[config.mk]
export PLATFORM = sky130hd
export DESIGN_NAME = rv_exec_top
export DESIGN_NICKNAME = d
export VERILOG_FILES = /design/src/verilog/core_pkg.sv /design/src/verilog/isa_pkg.sv /design/src/verilog/fu.sv /design/src/verilog/rv_decoder.sv /design/src/verilog/rv_exec_top.sv /design/src/verilog/rv_regfile.sv /design/src/verilog/rv_writeback.sv
export SDC_FILE = /design/constraint.sdc
export NUM_CORES = 2
export LEC_CHECK = 0
export BUFFER_PORTS_ARGS = -buffer_cell sky130_fd_sc_hd__buf_4
export CAP_MARGIN = 20
export CORE_ASPECT_RATIO = 1.25
export CORE_UTILIZATION = 47
export DETAILED_ROUTE_END_ITERATION = 8
export SYNTH_ARGS = -nofsm -noshare
export SYNTH_HDL_FRONTEND = slang
export SYNTH_SLANG_ARGS = --single-unit
[constraint.sdc]
create_clock -name clk -period 21.1 [get_ports clk]
set_input_delay 2.11 -clock clk [delete_from_list [all_inputs] [get_ports clk]]
set_output_delay 2.11 -clock clk [all_outputs]
set_load 0.02 [all_outputs]
[src/verilog/core_pkg.sv]
`default_nettype none

package core_pkg;

  // ------------------------------
  // Datapath
  // ------------------------------

  // Width of data words, addresses and the program counter.
  localparam int unsigned XLEN = 32;

  // Size of one instruction in bytes. The link value of a jump is pc + PC_STEP.
  localparam int unsigned PC_STEP = 4;

  // ------------------------------
  // Register file
  // ------------------------------

  // Width of a register index as carried in the rs1, rs2 and rd fields.
  localparam int unsigned REG_ADDR_W = 5;

  // Number of architectural integer registers, x0 included.
  localparam int unsigned NUM_REGS = 32;

endpackage

`default_nettype wire

[src/verilog/isa_pkg.sv]
`default_nettype none

package isa_pkg;

  // ------------------------------
  // Decoded instruction classes
  // ------------------------------

  // Class of an instruction, which selects the operands in fu.
  typedef enum logic [2:0] {
    INST_NOP,
    INST_RR,
    INST_RI,
    INST_LUI,
    INST_AUIPC,
    INST_JAL,
    INST_JALR
  } inst_type_t;

  // Operation performed by the ALU.
  typedef enum logic [3:0] {
    ALU_OP_NOP,
    ALU_OP_ADD,
    ALU_OP_SUB,
    ALU_OP_XOR,
    ALU_OP_OR,
    ALU_OP_AND,
    ALU_OP_SLL,
    ALU_OP_SRL,
    ALU_OP_SRA,
    ALU_OP_SLT,
    ALU_OP_SLTU,
    ALU_OP_LUI,
    ALU_OP_AUIPC,
    ALU_OP_JUMP
  } alu_op_t;

  // ------------------------------
  // RV32I encodings
  // ------------------------------

  // Major opcodes, instruction bits 6:0.
  localparam logic [6:0] OPC_OP     = 7'b0110011;
  localparam logic [6:0] OPC_OP_IMM = 7'b0010011;
  localparam logic [6:0] OPC_LUI    = 7'b0110111;
  localparam logic [6:0] OPC_AUIPC  = 7'b0010111;
  localparam logic [6:0] OPC_JAL    = 7'b1101111;
  localparam logic [6:0] OPC_JALR   = 7'b1100111;

  // funct3 values, instruction bits 14:12.
  localparam logic [2:0] F3_ADD_SUB = 3'b000;
  localparam logic [2:0] F3_SLL     = 3'b001;
  localparam logic [2:0] F3_SLT     = 3'b010;
  localparam logic [2:0] F3_SLTU    = 3'b011;
  localparam logic [2:0] F3_XOR     = 3'b100;
  localparam logic [2:0] F3_SRL_SRA = 3'b101;
  localparam logic [2:0] F3_OR      = 3'b110;
  localparam logic [2:0] F3_AND     = 3'b111;
  localparam logic [2:0] F3_JALR    = 3'b000;

  // funct7 values. The alternate one selects SUB and SRA.
  localparam logic [6:0] F7_BASE = 7'b0000000;
  localparam logic [6:0] F7_ALT  = 7'b0100000;

endpackage

`default_nettype wire

[src/verilog/fu.sv]
`default_nettype none

module fu
  import core_pkg::*;
  import isa_pkg::*;
(
  input  logic            reset_i,
  input  inst_type_t      inst_type_i,
  input  alu_op_t         alu_op_i,
  input  logic [XLEN-1:0] pc_i,
  input  logic [XLEN-1:0] imm_i,
  input  logic [XLEN-1:0] rdata1_i,
  input  logic [XLEN-1:0] rdata2_i,
  output logic [XLEN-1:0] alu_result_o
);

  logic            idle;
  logic [XLEN-1:0] operand1;
  logic [XLEN-1:0] operand2;
  logic [4:0]      shamt;
  logic [XLEN-1:0] upper_imm;

  assign idle = reset_i || (inst_type_i == INST_NOP) || (alu_op_i == ALU_OP_NOP);

  // ------------------------------
  // Operand selection
  // ------------------------------

  always_comb begin
    case (inst_type_i)
      INST_RR, INST_RI:             operand1 = rdata1_i;
      INST_AUIPC, INST_JAL, INST_JALR: operand1 = pc_i;
      default:                      operand1 = '0;
    endcase
  end

  always_comb begin
    case (inst_type_i)
      INST_RR:                     operand2 = rdata2_i;
      INST_RI, INST_LUI, INST_AUIPC: operand2 = imm_i;
      default:                     operand2 = '0;
    endcase
  end

  assign shamt     = operand2[4:0];
  assign upper_imm = {operand2[19:0], 12'b0};

  // ------------------------------
  // ALU
  // ------------------------------

  always_comb begin
    if (idle) begin
      alu_result_o = '0;
    end else begin
      case (alu_op_i)
        ALU_OP_ADD:   alu_result_o = operand1 + operand2;
        ALU_OP_SUB:   alu_result_o = operand1 - operand2;
        ALU_OP_XOR:   alu_result_o = operand1 ^ operand2;
        ALU_OP_OR:    alu_result_o = operand1 | operand2;
        ALU_OP_AND:   alu_result_o = operand1 & operand2;
        ALU_OP_SLL:   alu_result_o = operand1 << shamt;
        ALU_OP_SRL:   alu_result_o = operand1 >> shamt;
        ALU_OP_SRA:   alu_result_o = $unsigned($signed(operand1) >>> shamt);
        ALU_OP_SLT:   alu_result_o = {{(XLEN-1){1'b0}}, $signed(operand1) < $signed(operand2)};
        ALU_OP_SLTU:  alu_result_o = {{(XLEN-1){1'b0}}, operand1 < operand2};
        // LUI sees a zero operand1, so both forms share the same adder.
        ALU_OP_LUI,
        ALU_OP_AUIPC: alu_result_o = operand1 + upper_imm;
        ALU_OP_JUMP:  alu_result_o = operand1 + XLEN'(PC_STEP);
        default:      alu_result_o = '0;
      endcase
    end
  end

endmodule

`default_nettype wire

[src/verilog/rv_decoder.sv]
`default_nettype none

module rv_decoder
  import core_pkg::*;
  import isa_pkg::*;
(
  input  logic                  instr_valid_i,
  input  logic [XLEN-1:0]       instr_i,
  output inst_type_t            inst_type_o,
  output alu_op_t               alu_op_o,
  output logic [REG_ADDR_W-1:0] rs1_addr_o,
  output logic [REG_ADDR_W-1:0] rs2_addr_o,
  output logic [REG_ADDR_W-1:0] rd_addr_o,
  output logic [XLEN-1:0]       imm_o
);

  logic [6:0]      opcode;
  logic [2:0]      funct3;
  logic [6:0]      funct7;
  logic [XLEN-1:0] imm_i_type;
  logic [XLEN-1:0] imm_u_type;
  logic [XLEN-1:0] imm_j_type;
  logic            is_rr;
  logic            alt_allowed;
  logic            rr_legal;
  logic            ri_legal;
  alu_op_t         f3_op;

  assign opcode = instr_i[6:0];
  assign funct3 = instr_i[14:12];
  assign funct7 = instr_i[31:25];

  // Register fields sit at fixed positions in every format.
  assign rs1_addr_o = instr_i[19:15];
  assign rs2_addr_o = instr_i[24:20];
  assign rd_addr_o  = instr_i[11:7];

  // ------------------------------
  // Immediates
  // ------------------------------

  assign imm_i_type = {{(XLEN-12){instr_i[31]}}, instr_i[31:20]};
  // The U field stays right-aligned; fu moves it into the upper bits.
  assign imm_u_type = {{(XLEN-20){1'b0}}, instr_i[31:12]};
  assign imm_j_type = {{(XLEN-20){instr_i[31]}}, instr_i[19:12], instr_i[20],
                       instr_i[30:21], 1'b0};

  // ------------------------------
  // Operation decode
  // ------------------------------

  assign is_rr = (opcode == OPC_OP);

  // Only SUB and SRA use the alternate funct7, and SUB has no immediate form.
  assign alt_allowed = (funct3 == F3_SRL_SRA) || (is_rr && funct3 == F3_ADD_SUB);

  assign rr_legal = (funct7 == F7_BASE) || (funct7 == F7_ALT && alt_allowed);

  // For immediate shifts funct7 is a real field, otherwise it is immediate data.
  assign ri_legal = (funct3 == F3_SLL || funct3 == F3_SRL_SRA) ? rr_legal : 1'b1;

  always_comb begin
    case (funct3)
      F3_ADD_SUB: f3_op = (is_rr && funct7 == F7_ALT) ? ALU_OP_SUB : ALU_OP_ADD;
      F3_SLL:     f3_op = ALU_OP_SLL;
      F3_SLT:     f3_op = ALU_OP_SLT;
      F3_SLTU:    f3_op = ALU_OP_SLTU;
      F3_XOR:     f3_op = ALU_OP_XOR;
      F3_SRL_SRA: f3_op = (funct7 == F7_ALT) ? ALU_OP_SRA : ALU_OP_SRL;
      F3_OR:      f3_op = ALU_OP_OR;
      F3_AND:     f3_op = ALU_OP_AND;
      default:    f3_op = ALU_OP_NOP;
    endcase
  end

  always_comb begin
    inst_type_o = INST_NOP;
    alu_op_o    = ALU_OP_NOP;
    imm_o       = '0;
    if (instr_valid_i) begin
      case (opcode)
        OPC_OP: begin
          if (rr_legal) begin
            inst_type_o = INST_RR;
            alu_op_o    = f3_op;
          end
        end
        OPC_OP_IMM: begin
          if (ri_legal) begin
            inst_type_o = INST_RI;
            alu_op_o    = f3_op;
            imm_o       = imm_i_type;
          end
        end
        OPC_LUI: begin
          inst_type_o = INST_LUI;
          alu_op_o    = ALU_OP_LUI;
          imm_o       = imm_u_type;
        end
        OPC_AUIPC: begin
          inst_type_o = INST_AUIPC;
          alu_op_o    = ALU_OP_AUIPC;
          imm_o       = imm_u_type;
        end
        OPC_JAL: begin
          inst_type_o = INST_JAL;
          alu_op_o    = ALU_OP_JUMP;
          imm_o       = imm_j_type;
        end
        OPC_JALR: begin
          if (funct3 == F3_JALR) begin
            inst_type_o = INST_JALR;
            alu_op_o    = ALU_OP_JUMP;
            imm_o       = imm_i_type;
          end
        end
        // Anything else falls through as a no-operation.
        default: ;
      endcase
    end
  end

endmodule

`default_nettype wire

[src/verilog/rv_exec_top.sv]
`default_nettype none

module rv_exec_top
  import core_pkg::*;
  import isa_pkg::*;
(
  input  logic                  clk,
  input  logic                  reset_i,
  input  logic                  instr_valid_i,
  input  logic [XLEN-1:0]       instr_i,
  input  logic [XLEN-1:0]       pc_i,
  output logic                  rd_we_o,
  output logic [REG_ADDR_W-1:0] rd_addr_o,
  output logic [XLEN-1:0]       rd_data_o
);

  inst_type_t            inst_type;
  alu_op_t               alu_op;
  logic [REG_ADDR_W-1:0] rs1_addr;
  logic [REG_ADDR_W-1:0] rs2_addr;
  logic [REG_ADDR_W-1:0] rd_addr;
  logic [XLEN-1:0]       imm;
  logic [XLEN-1:0]       rdata1;
  logic [XLEN-1:0]       rdata2;
  logic [XLEN-1:0]       alu_result;
  logic                  rf_we;

  rv_decoder u_decoder (
    .instr_valid_i (instr_valid_i),
    .instr_i       (instr_i),
    .inst_type_o   (inst_type),
    .alu_op_o      (alu_op),
    .rs1_addr_o    (rs1_addr),
    .rs2_addr_o    (rs2_addr),
    .rd_addr_o     (rd_addr),
    .imm_o         (imm)
  );

  // The write port takes the result that write-back is about to register,
  // so the write lands on the same edge that presents it at the outputs.
  // The register file itself drops writes to x0.
  assign rf_we = (inst_type != INST_NOP);

  rv_regfile u_regfile (
    .clk        (clk),
    .reset_i    (reset_i),
    .rs1_addr_i (rs1_addr),
    .rs2_addr_i (rs2_addr),
    .rdata1_o   (rdata1),
    .rdata2_o   (rdata2),
    .we_i       (rf_we),
    .waddr_i    (rd_addr),
    .wdata_i    (alu_result)
  );

  fu u_fu (
    .reset_i      (reset_i),
    .inst_type_i  (inst_type),
    .alu_op_i     (alu_op),
    .pc_i         (pc_i),
    .imm_i        (imm),
    .rdata1_i     (rdata1),
    .rdata2_i     (rdata2),
    .alu_result_o (alu_result)
  );

  rv_writeback u_writeback (
    .clk          (clk),
    .reset_i      (reset_i),
    .inst_type_i  (inst_type),
    .rd_addr_i    (rd_addr),
    .alu_result_i (alu_result),
    .rd_we_o      (rd_we_o),
    .rd_addr_o    (rd_addr_o),
    .rd_data_o    (rd_data_o)
  );

endmodule

`default_nettype wire

[src/verilog/rv_regfile.sv]
`default_nettype none

module rv_regfile
  import core_pkg::*;
(
  input  logic                  clk,
  input  logic                  reset_i,
  input  logic [REG_ADDR_W-1:0] rs1_addr_i,
  input  logic [REG_ADDR_W-1:0] rs2_addr_i,
  output logic [XLEN-1:0]       rdata1_o,
  output logic [XLEN-1:0]       rdata2_o,
  input  logic                  we_i,
  input  logic [REG_ADDR_W-1:0] waddr_i,
  input  logic [XLEN-1:0]       wdata_i
);

  logic [XLEN-1:0] regs [NUM_REGS];

  // Reads are combinational, so a value written on an edge is seen
  // by the instruction decoded in the following cycle.
  assign rdata1_o = regs[rs1_addr_i];
  assign rdata2_o = regs[rs2_addr_i];

  always_ff @(posedge clk) begin
    if (reset_i) begin
      for (int i = 0; i < NUM_REGS; i++) begin
        regs[i] <= '0;
      end
    end else if (we_i && waddr_i != '0) begin
      regs[waddr_i] <= wdata_i;
    end
  end

  // x0 is hardwired to zero on both read ports, whatever was written before.
  a_x0_reads_zero : assert property (
    @(posedge clk) disable iff (reset_i)
      (rs1_addr_i != '0 || rdata1_o == '0) && (rs2_addr_i != '0 || rdata2_o == '0)
  ) else $error("x0 read returned a nonzero value");

endmodule

`default_nettype wire

[src/verilog/rv_writeback.sv]
`default_nettype none

module rv_writeback
  import core_pkg::*;
  import isa_pkg::*;
(
  input  logic                  clk,
  input  logic                  reset_i,
  input  inst_type_t            inst_type_i,
  input  logic [REG_ADDR_W-1:0] rd_addr_i,
  input  logic [XLEN-1:0]       alu_result_i,
  output logic                  rd_we_o,
  output logic [REG_ADDR_W-1:0] rd_addr_o,
  output logic [XLEN-1:0]       rd_data_o
);

  logic write_ok;

  // No-operations and writes to x0 leave the register file alone.
  assign write_ok = (inst_type_i != INST_NOP) && (rd_addr_i != '0);

  always_ff @(posedge clk) begin
    if (reset_i) begin
      rd_we_o   <= 1'b0;
      rd_addr_o <= '0;
      rd_data_o <= '0;
    end else begin
      rd_we_o   <= write_ok;
      rd_addr_o <= rd_addr_i;
      rd_data_o <= alu_result_i;
    end
  end

  a_no_x0_write : assert property (
    @(posedge clk) disable iff (reset_i)
      !(rd_we_o && rd_addr_o == '0)
  ) else $error("write-back enabled with destination x0");

endmodule

`default_nettype wire
# After elaboration in Yosys (flattened, before gate mapping)
# Memories as Yosys holds them, arrays and structs flattened.
# Cells that the tools add are included.
word_totals:
  output_inout_bits: 38
  inputBits: 67
  regBits: 38
  memories: 1
  ram_bits: 1024
  wordCells: 100
mem_list:
  columns: ["name", "words", "word_bits", "rd", "rd_clocked_by_memory_dff", "write_ports", "line_no", "rtl"]
  rows:
  - ["u_regfile.regs", 32, 32, 2, 0, 32, "rv_regfile.sv:17", "logic [XLEN-1:0] regs [NUM_REGS];"]
op_classes:
  eq_ne: 33
  bitwise: 3
  addsub: 4
  n_reduce_logical: 21
  shift: 3
  n_lt_le_gt_ge: 2
  mux: 30
ops:
  columns: ["op", "count"]
  rows:
  - ["$pmux W32 S12", 1]
  - ["$mux W32", 5]
  - ["$pmux W32 S2", 2]
  - ["$pmux W32 S4", 1]
  - ["$add A32 B32 Y32", 2]
  - ["$lt A32 B32 Y1", 2]
  - ["$add A32 B3 Y32 const B", 1]
  - ["$and A32 B32 Y32", 1]
  - ["$or A32 B32 Y32", 1]
  - ["$pmux W4 S8", 1]
  - ["$reduce_or A32 Y1", 1]
  - ["$shl A32 B5 Y32", 1]
  - ["$shr A32 B5 Y32", 1]
  - ["$sshr A32 B5 Y32", 1]
  - ["$sub A32 B32 Y32", 1]
  - ["$xor A32 B32 Y32", 1]
  - ["$eq A4 B4 Y1 const B", 6]
  - ["$pmux W4 S6", 1]
  - ["$eq A3 B3 Y1 const B", 7]
  - ["$eq A7 B6 Y1 const B", 3]
  - ["$mux W4", 5]
  - ["$pmux W3 S6", 1]
  - ["$eq A4 B3 Y1 const B", 4]
  - ["$eq A7 B5 Y1 const B", 2]
  - ["18 further kinds", 44]

# Depth between registers and ports, before layout
depth:
  word_depth: 16
  mapped_depth: 30

# By module
# A second synthesis with hierarchy kept.
hier_totals:
  hier_cells: 6679
  area_unflattened_um2: 70030.9
modules_own_cells:
  columns: ["module", "area_per_inst_um2", "seq_area_each_um2", "cells_per_inst", "instances"]
  rows:
  - ["rv_regfile", 55888.6, 30749.5, 4605, 1]
  - ["fu", 12170.4, 0.0, 1843, 1]
  - ["rv_writeback", 1052.3, 760.7, 83, 1]
  - ["rv_decoder", 913.4, 0.0, 147, 1]
  - ["rv_exec_top", 6.3, 0.0, 1, 1]

# Least setup slack after synthesis
# OpenSTA, ideal clock, no wires.
synth_timing:
  kind: "input to register"
  startpoint: "input port instr_i[21]"
  endpoint: "memory u_regfile.regs[10][28] (data pin)"
  setup_slack_ps: 11886
  t_arrival_ps: 8948
  setup_ps: 266
  n_path_buf: 9
  path_stages: 26
  path_cell_list: "buf_2 > buf_1 > clkbuf_1 > clkbuf_1 > clkbuf_1 > buf_1 > clkbuf_1 > mux4_2 > mux4_2 > mux2i_1 > o21a_1 > ha_1 > clkbuf_1 > nor2_1 > a221oi_1 > o21ai_0 > a221o_1 > a311oi_1 > o221ai_1 > a311oi_1 > or2_2 > a21oi_1 > o211a_1 > nor4_2 > buf_4 > nor2_1"
synth_rtl:
  columns: ["item", "line_no", "rtl"]
  rows:
  - ["start, declared", "rv_exec_top.sv:10", "input logic [XLEN-1:0] instr_i,"]
  - ["end, declared", "rv_regfile.sv:17", null]

==> flow_metrics.py <==
metrics = {
    "synth": {
        "yosysUniqueCellTypes": 101,
        "synth_area_per_cell_um2": 11.8,
        "synth_top_family_by_area": "multiplexers",
        "synthMuxAreaShare_pct": 22.1,
        "synthMostInstantiatedCell": "nor2_1",
        "yosysTopAreaCell": "edfxtp_1",
        "syn_area_um2": 65400,
        "yosys_warnings": 0,
        "synthTopCellsByCount": "nor2_1 (1196), edfxtp_1 (1024), mux4_2 (458), mux2i_1 (380), clkbuf_1 (288)",
        "ys.flop_type": "edfxtp_1",
        "synthArstFlopShare_pct": 0,
        "synth.area.top_cells": "edfxtp_1 (47%), mux4_2 (16%), nor2_1 (6.9%)",
        "synth_seq_area_share_pct": 48.2,
        "netlist.area_leader.share_pct": 47.0,
        "synth_edf_count": 1024,
        "synthXorXnorAreaFrac_pct": 0.630,
        "synth-seq-cells": 1062,
        "yosys.area_share.simple_pct": 12.5,
        "synthAdderAreaFrac_pct": 2.39,
        "netlist_instances": 5536,
        "synth_compound_area_share_pct": 10.0,
    },
    "global_route": {
        "grt_usage_pct": 43.1,
        "grt.overflow.total": 0,
        "grt_start_max_net_pins": 89,
        "antenna_found_initial": 16,
        "grt_pass1_vias": 51877,
        "grt_pass1_wl_um": 413000,
    },
    "floorplan": {
        "die_width_um": 336,
        "die_area_um2": 141000,
        "die_h_um": 419,
        "fp.coreArea_um2": 138000,
        "initial_utilization_pct": 47.5,
        "ios": 105,
        "num_rows": 152,
    },
    "cells_and_area": {
        "fillers": 12005,
        "fin_area_um2": 72000,
        "drive_above_1_share_pct": 20.3,
        "nets": 5679,
        "area_growth_pct": 10.2,
    },
    "placement": {
        "hpwl_um": 195000,
        "numPortBuffers": 104,
        "place_ws_ps": 10340,
        "place.gp.congestion": 1.12,
        "place_area_um2": 68500,
    },
    "clocking": {
        "htree_levels": 3,
        "cts_buffers": 105,
        "clkSinkCount": 1062,
        "clk_pin_slew_ps": 60,
        "clock_latency_ps": 760,
        "max-clock-path-buffers": 3,
        "root_buffer": "clkbuf_16",
        "hold_buffers": 0,
        "cts_tree": "yes",
        "cts.repair.resized": 0,
        "cts_setup_buffers": 0,
    },
    "job": {
        "max_cap_violations": 0,
    },
    "detailed_routing": {
        "drtAntennaViolNets": 0,
        "drc": 0,
        "post_drt_wl_per_cell_um": 40.9,
        "firstDrtPassIters": 6,
        "drtIter0Drc": 8222,
        "num_vias": 53595,
        "drt-vias-per-instance": 7.21,
        "drt-total-wl_um": 304000,
    },
    "timing": {
        "whs_ps": 1600,
        "drv_slew": 0,
        "max_freq_ghz": 0.0969,
        "fin_crit_ps": 10320,
        "max-slew-margin-rel_pct": 16.2,
        "worstMarginPinSlew_ps": 1260,
        "rsz0062_at_grt": "false",
        "skew_ps": 59.0,
        "worst_slack_ps": 10780,
        "tns_ps": 0,
        "timing_hold_violations_final": 0,
        "fin_crit_sh_pct": 48.9,
        "setup_viol": 0,
    },
    "power": {
        "powerDensity_nw_per_um2": 67.2,
        "ir_drop_uv": 65.1,
        "p_leak_uw": 0.0250,
    },
    "worst_setup_path": {
        "end_kind": "flop",
        "cp_max_fo": 77,
        "startpoint_type": "primary input",
        "cp.required_ps": 21550,
        "critPathArrivalTime_ps": 10770,
        "path_class": "in2reg",
    },
    "hold_path": {
        "hp-class": "reg2reg",
    },
    "status": {
        "status": "finished clean",
    },
}
[where the power goes]
part / internal, µW / switching (µW) / total, µW
clock: 1050 / 842 / 1890
sequential: 2390 / 41.7 / 2430
combinational: 201 / 327 / 528
[area by class of cell]
type                            count  area (µm²)  area share, %
Antenna cell                       11        27.5         0.0382
Clock buffer                      132        2790           3.87
Clock inverter                     61         563          0.781
Inverter                          113         424          0.589
Multi-Input combinational cell   3874       31800           44.2
Sequential cell                  1062       31500           43.7
Tap cell                         1848        2310           3.21
Timing Repair Buffer              333        2600           3.61
[per-layer routing]
| metal | part of all wire, % | wire, µm | track usage (%) |
|---|---|---|---|
| met4 | 10 | 31100 | 37.2 |
| met5 | 0.030 | 92 | 0 |
| met1 | 32 | 97400 | 48.9 |
| met3 | 13 | 38700 | 13.8 |
| met2 | 45 | 137000 | 65.9 |
[worst paths after layout]
path | start | to | slack [ps] | cells after the start
worst max register to register | u_regfile.regs[27][2] | u_regfile.regs[14][28] | 13650 | 21
worst min-delay path | u_regfile.regs[16][2] | u_writeback.rd_data_o[12] | 1600 | 10
worst max-delay path | instr_i[17] | u_regfile.regs[14][28] | 10780 | 24
worst min register to register | u_regfile.regs[16][2] | u_writeback.rd_data_o[12] | 1600 | 10
[flip-flops by register name, summed over array words and instances, names as in the netlist]
register and count:
u_writeback.rd_we_o 1, u_writeback.rd_addr_o 5, u_regfile.regs 1024, u_writeback.rd_data_o 32
[cell usage in the layout, fill, tap and decap left out, drive strengths merged, types with 32 or more instances in the layout]
cell    instances
nor2         1196
edfxtp       1024
mux4          458
mux2i         380
buf           330
nand2         252
a22oi         175
a21oi         163
clkbuf        134
ha            120
nand3         113
inv           110
o21ai         109
nor3           75
nand2b         61
clkinv         54
a22o           47
a221oi         43
xnor2          41
o211ai         38
dfxtp          38
o21a           32
conb           32
[cell families after synthesis]
group | after synthesis
adder cells (fa/ha/maj) | 123
other | 1
AO/OA/AOI/OAI | 908
buffers and inverters | 631
flip-flops | 1062
XOR/XNOR | 47
AND/OR/NAND/NOR | 1897
multiplexers | 867
[metrics by stage]
stage	instances	total power, µW	utilization, %
after CTS	7413	4830	52.2
final	7434	4840	52.3
after global placement	7219	2970	49.8
after floorplan	5567	2770	-
after global routing	7423	4930	52.3
after detailed placement	7220	2980	49.8
[worst max-delay path: stages]
cell      delay, ps
buf_8           530
buf_4           620
buf_4           750
and3b_1         310
a22o_1          230
a221oi_1        390
nand3_1         370
a22oi_1         730
inv_1           210
ha_1            470
inv_1            60
a21oi_1         290
o21ai_0         370
a221o_1         490
a311oi_1        300
buf_4           240
o221ai_1        200
a311oi_1        570
or2_2           220
a21oi_1          60
o211a_1         270
nor4_4          320
buf_4           380
nor2_1           80
No activity file was read; power rests on OpenSTA's default activity.
